==> src/design/fetchPkg.sv <==
// ********************************************************
// Fetch front end definitions
// Widths, PC and fetch-group types, redirect and BTB types,
// and the I-cache line-boundary check
// ********************************************************

package fetchPkg;

    localparam int FETCH_WIDTH = 2;
    localparam int INSN_BYTES = 4;
    localparam int INSN_OFFSET_BITS = $clog2(INSN_BYTES);
    localparam int LINE_BYTES = 16;
    localparam int LINE_OFFSET_BITS = $clog2(LINE_BYTES);
    localparam int PC_WIDTH = 32;
    localparam int BTB_ENTRIES = 16;
    localparam int BTB_INDEX_BITS = $clog2(BTB_ENTRIES);
    localparam int BTB_TAG_BITS = PC_WIDTH - BTB_INDEX_BITS - INSN_OFFSET_BITS;
    localparam int SERIAL_WIDTH = 16;

    typedef logic [PC_WIDTH-1:0] pcT;
    typedef logic [SERIAL_WIDTH-1:0] serialT;

    localparam pcT RESET_PC = 32'h0000_1000;

    // One instruction slot of a fetch group
    typedef struct packed {
        logic   valid;
        pcT     pc;
        serialT serial;
    } laneT;

    typedef laneT [FETCH_WIDTH-1:0] fetchGroupT;

    typedef struct packed {
        logic valid;
        pcT   target;
    } redirectT;

    typedef struct packed {
        logic we;
        pcT   pc;
        pcT   target;
        logic taken;
    } btbUpdateT;

    // Per-lane lookup result with bit i for lane i
    typedef struct packed {
        logic [FETCH_WIDTH-1:0] hit;
        logic [FETCH_WIDTH-1:0] taken;
        pcT   [FETCH_WIDTH-1:0] target;
    } btbResultT;

    typedef enum logic [1:0] {
        pcSrcCommit,
        pcSrcRename,
        pcSrcBtb,
        pcSrcSequential
    } pcSourceE;

    // True when the two addresses sit in different I-cache lines
    function automatic logic crossesLine(pcT pcA, pcT pcB);
        return pcA[LINE_OFFSET_BITS] != pcB[LINE_OFFSET_BITS];
    endfunction

endpackage

==> src/design/branchTargetBuffer.sv <==
// ********************************************************
// Branch target buffer
// Direct-mapped, one registered read port per fetch lane,
// one write port for branch updates
// ********************************************************

`timescale 1ns/100ps

module branchTargetBuffer (
    input  logic                 clk,
    input  logic                 arstN,
    input  fetchPkg::pcT         readPc,
    input  fetchPkg::btbUpdateT  update,
    output fetchPkg::btbResultT  result
);
    import fetchPkg::*;

    // Entry storage
    logic [BTB_ENTRIES-1:0]  entryValid;
    logic [BTB_TAG_BITS-1:0] entryTag [BTB_ENTRIES];
    pcT                      entryTarget [BTB_ENTRIES];
    logic                    entryTaken [BTB_ENTRIES];

    // Read side
    pcT                        lanePc [FETCH_WIDTH];
    logic [BTB_INDEX_BITS-1:0] readIndex [FETCH_WIDTH];
    logic [BTB_TAG_BITS-1:0]   readTag [FETCH_WIDTH];
    logic [FETCH_WIDTH-1:0]    hitComb;

    // Registered outputs
    logic [FETCH_WIDTH-1:0]    hitQ;
    logic [FETCH_WIDTH-1:0]    takenQ;
    pcT   [FETCH_WIDTH-1:0]    targetQ;

    // Write side
    logic [BTB_INDEX_BITS-1:0] updateIndex;
    logic [BTB_TAG_BITS-1:0]   updateTag;

    assign updateIndex = update.pc[INSN_OFFSET_BITS +: BTB_INDEX_BITS];
    assign updateTag   = update.pc[PC_WIDTH-1 -: BTB_TAG_BITS];

    always_comb begin
        for (int i = 0; i < FETCH_WIDTH; i++) begin
            lanePc[i]    = readPc + pcT'(i * INSN_BYTES);
            readIndex[i] = lanePc[i][INSN_OFFSET_BITS +: BTB_INDEX_BITS];
            readTag[i]   = lanePc[i][PC_WIDTH-1 -: BTB_TAG_BITS];
            hitComb[i]   = entryValid[readIndex[i]] &&
                           (entryTag[readIndex[i]] == readTag[i]);
        end
    end

    // An update marks its entry valid
    always_ff @(posedge clk or negedge arstN) begin
        if (!arstN) begin
            entryValid <= '0;
        end else if (update.we) begin
            entryValid[updateIndex] <= 1'b1;
        end
    end

    always_ff @(posedge clk) begin
        if (update.we) begin
            entryTag[updateIndex]    <= updateTag;
            entryTarget[updateIndex] <= update.target;
            entryTaken[updateIndex]  <= update.taken;
        end
    end

    always_ff @(posedge clk or negedge arstN) begin
        if (!arstN) begin
            hitQ <= '0;
        end else begin
            hitQ <= hitComb;
        end
    end

    always_ff @(posedge clk) begin
        for (int i = 0; i < FETCH_WIDTH; i++) begin
            takenQ[i]  <= entryTaken[readIndex[i]];
            targetQ[i] <= entryTarget[readIndex[i]];
        end
    end

    assign result.hit    = hitQ;
    assign result.taken  = takenQ;
    assign result.target = targetQ;

    // Branches are always instruction aligned
    updateAligned: assert property (@(posedge clk) disable iff (!arstN)
        update.we |-> (update.pc[INSN_OFFSET_BITS-1:0] == '0))
        else $error("BTB update at unaligned pc %h", update.pc);

endmodule

==> src/design/nextPcStage.sv <==
// ********************************************************
// Next-PC stage
// Chooses the fetch address, builds the next fetch group,
// keeps the PC register, serial ids and I-cache address
// ********************************************************

`timescale 1ns/100ps

module nextPcStage (
    input  logic                 clk,
    input  logic                 arstN,
    input  logic                 stall,
    input  logic                 clear,
    input  fetchPkg::redirectT   commitRedirect,
    input  fetchPkg::redirectT   renameRedirect,
    input  logic                 interruptWe,
    input  fetchPkg::pcT         interruptAddr,
    input  fetchPkg::fetchGroupT fetchGroup,
    input  fetchPkg::btbResultT  btbResult,
    output fetchPkg::pcT         predNextPc,
    output fetchPkg::fetchGroupT nextGroup,
    output fetchPkg::pcT         icReadAddr,
    output fetchPkg::pcSourceE   pcSource
);
    import fetchPkg::*;

    pcT     pcReg;
    pcT     pcNext;
    logic   pcWe;
    logic   regStall;
    logic   beginStall;
    logic   btbSteer;
    pcT     btbNextPc;
    logic   lineCut;
    serialT serialReg;
    serialT serialNext;
    logic   leading;
    logic [$clog2(FETCH_WIDTH+1)-1:0] numValid;

    always_ff @(posedge clk or negedge arstN) begin
        if (!arstN) begin
            regStall <= 1'b0;
        end else begin
            regStall <= stall;
        end
    end

    assign beginStall = !regStall && stall;

    // First valid lane in the fetch stage that hits the BTB steers fetch
    always_comb begin
        btbSteer  = 1'b0;
        btbNextPc = pcReg;
        for (int i = 0; i < FETCH_WIDTH; i++) begin
            if (!btbSteer && !regStall && fetchGroup[i].valid && btbResult.hit[i]) begin
                btbSteer  = 1'b1;
                btbNextPc = btbResult.taken[i] ? btbResult.target[i]
                                               : fetchGroup[i].pc + pcT'(INSN_BYTES);
            end
        end
    end

    always_comb begin
        if (commitRedirect.valid) begin
            pcSource   = pcSrcCommit;
            predNextPc = commitRedirect.target;
        end else if (renameRedirect.valid) begin
            pcSource   = pcSrcRename;
            predNextPc = renameRedirect.target;
        end else if (btbSteer) begin
            pcSource   = pcSrcBtb;
            predNextPc = btbNextPc;
        end else begin
            pcSource   = pcSrcSequential;
            predNextPc = pcReg;
        end
    end

    // PC keeps moving on the first stall cycle so the held group resumes correctly
    assign pcWe = commitRedirect.valid || renameRedirect.valid || interruptWe ||
                  btbSteer || !stall || beginStall;

    always_comb begin
        lineCut = 1'b0;
        if (interruptWe) begin
            // Interrupt vector goes to the PC first, not through prediction
            pcNext = interruptAddr;
        end else if (beginStall) begin
            pcNext = predNextPc;
        end else begin
            pcNext = predNextPc + pcT'(FETCH_WIDTH * INSN_BYTES);
            for (int i = 1; i < FETCH_WIDTH; i++) begin
                if (!lineCut && crossesLine(predNextPc, predNextPc + pcT'(i * INSN_BYTES))) begin
                    // Stop the group at the line boundary
                    lineCut = 1'b1;
                    pcNext  = predNextPc + pcT'(i * INSN_BYTES);
                end
            end
        end
    end

    always_ff @(posedge clk or negedge arstN) begin
        if (!arstN) begin
            pcReg <= RESET_PC;
        end else if (pcWe) begin
            pcReg <= pcNext;
        end
    end

    always_comb begin
        for (int i = 0; i < FETCH_WIDTH; i++) begin
            nextGroup[i].pc     = predNextPc + pcT'(i * INSN_BYTES);
            nextGroup[i].serial = serialReg + serialT'(i);
            nextGroup[i].valid  = !(interruptWe || clear ||
                                    crossesLine(predNextPc, nextGroup[i].pc));
        end
    end

    // Count leading valid lanes for the serial id
    always_comb begin
        numValid = '0;
        leading  = 1'b1;
        for (int i = 0; i < FETCH_WIDTH; i++) begin
            if (leading && nextGroup[i].valid) begin
                numValid = numValid + 1'b1;
            end else begin
                leading = 1'b0;
            end
        end
        serialNext = (stall || clear) ? serialReg : serialReg + serialT'(numValid);
    end

    // Serial ids start at 1
    always_ff @(posedge clk or negedge arstN) begin
        if (!arstN) begin
            serialReg <= serialT'(1);
        end else begin
            serialReg <= serialNext;
        end
    end

    // Refetch the held fetch-stage line while stalled
    assign icReadAddr = (stall && fetchGroup[0].valid) ? fetchGroup[0].pc : predNextPc;

    pcAligned: assert property (@(posedge clk) disable iff (!arstN)
        pcReg[INSN_OFFSET_BITS-1:0] == '0)
        else $error("PC register unaligned: %h", pcReg);

    redirectsExclusive: assert property (@(posedge clk) disable iff (!arstN)
        !(commitRedirect.valid && renameRedirect.valid))
        else $warning("commit and rename redirects both valid, commit target used");

endmodule

==> src/design/fetchStage.sv <==
// ********************************************************
// Fetch pipeline register
// Holds the fetch group under stall, drops it on clear,
// and masks BTB hits on lanes that carry no instruction
// ********************************************************

`timescale 1ns/100ps

module fetchStage (
    input  logic                 clk,
    input  logic                 arstN,
    input  logic                 stall,
    input  logic                 clear,
    input  fetchPkg::fetchGroupT nextGroup,
    input  fetchPkg::btbResultT  btbIn,
    output fetchPkg::fetchGroupT fetchGroup,
    output fetchPkg::btbResultT  btbResult
);
    import fetchPkg::*;

    logic [FETCH_WIDTH-1:0] validQ;
    pcT                     pcQ [FETCH_WIDTH];
    serialT                 serialQ [FETCH_WIDTH];

    // Clear has priority over stall
    always_ff @(posedge clk or negedge arstN) begin
        if (!arstN) begin
            validQ <= '0;
        end else if (clear) begin
            validQ <= '0;
        end else if (!stall) begin
            for (int i = 0; i < FETCH_WIDTH; i++) begin
                validQ[i] <= nextGroup[i].valid;
            end
        end
    end

    always_ff @(posedge clk) begin
        if (!stall) begin
            for (int i = 0; i < FETCH_WIDTH; i++) begin
                pcQ[i]     <= nextGroup[i].pc;
                serialQ[i] <= nextGroup[i].serial;
            end
        end
    end

    always_comb begin
        for (int i = 0; i < FETCH_WIDTH; i++) begin
            fetchGroup[i].valid  = validQ[i];
            fetchGroup[i].pc     = pcQ[i];
            fetchGroup[i].serial = serialQ[i];
        end
    end

    // BTB output is already registered and lines up with this group
    assign btbResult.hit    = btbIn.hit & validQ;
    assign btbResult.taken  = btbIn.taken;
    assign btbResult.target = btbIn.target;

endmodule

==> src/design/fetchFront.sv <==
// ********************************************************
// Fetch front end top
// Next-PC stage, branch target buffer and fetch register
// ********************************************************

`timescale 1ns/100ps

module fetchFront (
    input  logic                 clk,
    input  logic                 arstN,
    input  logic                 stall,
    input  logic                 clear,
    input  fetchPkg::redirectT   commitRedirect,
    input  fetchPkg::redirectT   renameRedirect,
    input  logic                 interruptWe,
    input  fetchPkg::pcT         interruptAddr,
    input  fetchPkg::btbUpdateT  btbUpdate,
    output fetchPkg::fetchGroupT fetchGroup,
    output fetchPkg::pcT         icReadAddr,
    output fetchPkg::pcSourceE   pcSource
);
    import fetchPkg::*;

    pcT         predNextPc;
    fetchGroupT nextGroup;
    btbResultT  btbRaw;
    btbResultT  btbResult;

    nextPcStage nextPcStage_inst (
        .clk            (clk),
        .arstN          (arstN),
        .stall          (stall),
        .clear          (clear),
        .commitRedirect (commitRedirect),
        .renameRedirect (renameRedirect),
        .interruptWe    (interruptWe),
        .interruptAddr  (interruptAddr),
        .fetchGroup     (fetchGroup),
        .btbResult      (btbResult),
        .predNextPc     (predNextPc),
        .nextGroup      (nextGroup),
        .icReadAddr     (icReadAddr),
        .pcSource       (pcSource)
    );

    // Looked up with the address of the group being formed
    branchTargetBuffer branchTargetBuffer_inst (
        .clk    (clk),
        .arstN  (arstN),
        .readPc (predNextPc),
        .update (btbUpdate),
        .result (btbRaw)
    );

    fetchStage fetchStage_inst (
        .clk        (clk),
        .arstN      (arstN),
        .stall      (stall),
        .clear      (clear),
        .nextGroup  (nextGroup),
        .btbIn      (btbRaw),
        .fetchGroup (fetchGroup),
        .btbResult  (btbResult)
    );

endmodule

==> config.mk <==
export PLATFORM = sky130hd
export DESIGN_NAME = fetchFront
export DESIGN_NICKNAME = d
export VERILOG_FILES = /design/src/design/fetchPkg.sv /design/src/design/branchTargetBuffer.sv /design/src/design/nextPcStage.sv /design/src/design/fetchStage.sv /design/src/design/fetchFront.sv
export SDC_FILE = /design/constraint.sdc
export NUM_CORES = 2
export LEC_CHECK = 0
export ABC_AREA = 1
export BUFFER_PORTS_ARGS = -buffer_cell sky130_fd_sc_hd__buf_2
export CAP_MARGIN = 20
export CORE_MARGIN = 2
export CORE_UTILIZATION = 56
export CTS_CLUSTER_DIAMETER = 50
export DETAILED_ROUTE_END_ITERATION = 10
export PLACE_DENSITY_LB_ADDON = 0.05
export SLEW_MARGIN = 20
export SYNTH_ARGS = -nofsm -noshare
export SYNTH_HDL_FRONTEND = slang
export SYNTH_SLANG_ARGS = --single-unit
export TNS_END_PERCENT = 10
==> constraint.sdc <==
create_clock -name clk -period 4.39 [get_ports clk]
set_input_delay 1.317 -clock clk [delete_from_list [all_inputs] [get_ports clk]]
set_output_delay 1.317 -clock clk [all_outputs]
set_load 0.05 [all_outputs]
==> flow_summary.yaml <==
status:
  status: "finished with violations"
  violations: "negative setup slack"
critical_path:
  regToRegEndpoint: "branchTargetBuffer_inst.hitQ[1]$_DFF_PN0_"
  r2r_slack_ns: 0.38
  cp_num_cells: 11
  crit_buf_inv: 3
  endpoint: "icReadAddr[2]"
  r2r_start: "branchTargetBuffer_inst.takenQ[1]$_DFF_P_"
  arrival_ns: 3.15
  cp_data_required_time_ns: 3.07
  start_kind: "flip-flop"
  slowest_stage: "dfxtp_2"
  cp_max_fo: 7
  ff2ff_path_depth: 22
  end_kind: "primary output"
  critical_path_class: "reg2out"
  critPathTopFamily: "simple AND/OR/NAND/NOR gates"
  worstPathCellList: "nand2_1, o21ai_1, nand3_1, nand3_1, nand2_1, nand2_2, nand2_8, buf_4, buf_4, o21ai_4, buf_4"
  cpMostUsedCell: "buf_4"
  cpPeakStageDelay_ns: 0.47
  cp-startpoint: "branchTargetBuffer_inst.takenQ[1]$_DFF_P_"
route:
  ant_nets: 0
  route.vias.total: 53800
  vias_per_cell: 6.24
  drt_first_pass_iters: 8
  routed_wire_length_per_instance_um: 24.9
  wl_um: 215000
  drc: 0
  drt_iter0_markers: 7302
final_layout:
  seq_area_mm2: 0.0342
  nNetsFinal: 7291
  multi_input_area_mm2: 0.0228
  nFillCells: 8284
  drive_above_1_share_pct: 16.9
  areaGrowthSynthToFinish_pct: 18.5
logic_synthesis:
  synth_seq_cells: 1173
  yosysWarnings: 0
  synthFlopType: "edfxtp_1"
  async_flop_share_pct: 5.88
  synth.distinct_cells: 57
  synthesis.nets: 6829
  synth-edff-count: 1038
  syn_avg_cell_area_um2: 8.99
  syn-instance-count: 6651
  yosysSeqAreaShare_pct: 57.2
  synth_area_mm2: 0.0598
grt:
  grt_remaining_overflow: 0
  grt_usage_pct: 38.4
  antenna_found_initial: 18
  grt_pass1_wl_um: 308000
  grt_max_degree: 158
  grt_pass1_vias: 48500
placed_design:
  gp_congestion: 1.05
  dp_hpwl_um: 142000
  port_buffers: 298
clocking:
  clkSinkCount: 1173
  worstSkewPairLatency_ns: 0.76
  htree_levels: 4
  cts_max_path_buffers: 3
  cts_buffers: 140
  cts_tree: "built"
  root_buffer: "clkbuf_16"
  cts.clk_slew.worst_paths_ns: 0.06
sta:
  post-route-period-util_pct: 102
  final.setup_skew_ns: 0.0254
  finalCriticalPeriod_ns: 4.46
  max_freq_mhz: 224
  whs_ns: 0.483
  fin_setup_tns_ns: -0.173
  post-route-worst-setup-slack_ns: -0.0750
  rsz0062_at_grt: "true"
  worst_slew_pin_slew_ns: 1.01
  slew_viol_final: 0
  hold_viol: 0
  slew_headroom_pct: 32.5
  setup_viol: 5
flow_run:
  cap_violations: 0
pwr:
  power_w: 0.0313
  leakagePower_nw: 27.6
  p_per_area_mw_per_mm2: 442
  ir_drop_v: 0.000367
die:
  die-area_mm2: 0.109
  rows: 119
  die_height_um: 331
  fp.dieW_um: 331
  core-area_mm2: 0.106
  io_pins: 301
  start_util_pct: 56.7
min_path:
  hold_class: "reg2reg"
report_power, final:
| part | internal, W | leakage [nW] | switching (W) |
|---|---|---|---|
| Combinational | 0.00216 | 14.6 | 0.00466 |
| Sequential | 0.0127 | 10.7 | 0.000530 |
| Clock | 0.00658 | 2.20 | 0.00472 |
| Total | 0.0214 | 27.6 | 0.00991 |
sequential cells by signal, indices dropped and copies added (netlist names):
name	count
branchTargetBuffer_inst.entryTag	416
branchTargetBuffer_inst.entryTaken	16
branchTargetBuffer_inst.entryTarget	512
branchTargetBuffer_inst.entryValid	16
branchTargetBuffer_inst.hitQ	2
branchTargetBuffer_inst.result	64
branchTargetBuffer_inst.takenQ	2
fetchStage_inst.pcQ	62
fetchStage_inst.serialQ	32
fetchStage_inst.validQ	2
nextPcStage_inst.pcReg	32
nextPcStage_inst.regStall	1
nextPcStage_inst.serialReg	16
routing by layer:
| metal | vias up | GRT usage [%] | part of all wire [%] |
|---|---|---|---|
| met4 | 14 | 21.1 | 5.9 |
| met2 | 3511 | 58.5 | 44 |
| met3 | 681 | 8.43 | 12 |
| met1 | 25400 | 51.4 | 38 |
| li1 | 24200 | - | - |
| met5 | - | 0.522 | 0.075 |
cell usage after synthesis (all sizes together) (5+ instances only):
master	n	area, um^2
nand2	1545	5900
edfxtp	1038	31200
nand3	847	4280
o21ai	836	4190
nor2	802	3180
inv	379	1420
clkbuf	229	860
buf	220	1200
o221ai	158	1380
o22ai	140	876
a21oi	107	592
dfrtp	67	1680
dfxtp	66	1320
xor2	49	444
o211ai	42	315
nand4	26	163
nand3b	14	105
nor3	14	70.1
ha	8	100
a31oi	7	43.8
a32o	6	60.1
or2	6	37.5
xnor2	6	52.6
o21bai	5	37.5
placed cells by master, fill, tap and decap left out, drive strengths merged, types with 9 or more instances in the layout:
cell	instances
dfxtp	66
o22ai	140
clkbuf	183
nor3	14
a21oi	107
o211ai	42
nand3b	14
xor2	49
edfxtp	1038
buf	767
dfrtp	67
nand2	1545
nand3	847
clkinv	47
inv	393
diode	9
o21ai	836
nand4	26
nor2	802
o221ai	158
logic make-up after synthesis:
| group | after synthesis | share of synthesized area [%] |
|---|---|---|
| xor+xnor | 56 | 0.868 |
| compound gates | 1323 | 12.8 |
| flops | 1173 | 57.2 |
| buf+inv | 828 | 5.83 |
| fa+ha+maj | 9 | 0.201 |
| simple gates | 3262 | 23.1 |
worst min-delay path, stage by stage (launching register included):
cell and delay, ns:
dfrtp_1 0.34, inv_1 0.05, o21ai_0 0.06
area by class of cell:
class                   count  share of cell area [%]
flip-flops and latches   1173                    48.3
multi-input cells        4650                    32.2
repair buffers            769                    8.58
clock buffers             181                    5.39
well taps                1391                    2.45
inverters                 379                    2.06
clock inverters            75                   0.983
diodes                      9                  0.0318
per-stage QoR:
| stage | worst slack, ns | instance area (um^2) | instances | utilization (%) |
|---|---|---|---|---|
| floorplan | -0.159 | 60100 | 6651 | - |
| global placement | -0.253 | 65200 | 8293 | 61.8 |
| detailed placement | -0.232 | 65200 | 8293 | 61.8 |
| CTS | -0.0921 | 70300 | 8588 | 66.6 |
| global route | -0.149 | 70900 | 8626 | 67.2 |
| finish | -0.0750 | 70900 | 8627 | 67.2 |
timing repair:
| item | 4_1_cts | 5_1_grt |
|---|---|---|
| hold buffers | 0 | 0 |
| buffers inserted | 39 | 30 |
| pin swaps | 2 | 41 |
| resized for setup | 69 | 114 |
| endpoints found under the setup margin | 30 | 31 |
worst min-delay path by stage:
stage,cells after the start,from,endpoint
final,2,branchTargetBuffer_inst.entryValid[7]$_DFFE_PN0P_,branchTargetBuffer_inst.entryValid[7]$_DFFE_PN0P_
after global routing,2,branchTargetBuffer_inst.entryValid[4]$_DFFE_PN0P_,branchTargetBuffer_inst.entryValid[4]$_DFFE_PN0P_
after CTS,2,branchTargetBuffer_inst.entryValid[7]$_DFFE_PN0P_,branchTargetBuffer_inst.entryValid[7]$_DFFE_PN0P_
after detailed placement,2,nextPcStage_inst.pcReg[27]$_DFFE_PN0P_,nextPcStage_inst.pcReg[27]$_DFFE_PN0P_
after global placement,2,branchTargetBuffer_inst.entryValid[9]$_DFFE_PN0P_,branchTargetBuffer_inst.entryValid[9]$_DFFE_PN0P_
after floorplan,0,nextPcStage_inst.serialReg[3]$_DFFE_PN0N_,fetchStage_inst.serialQ[0][3]$_DFFE_PN_
Note: power is estimated with default switching activity, not from simulation.
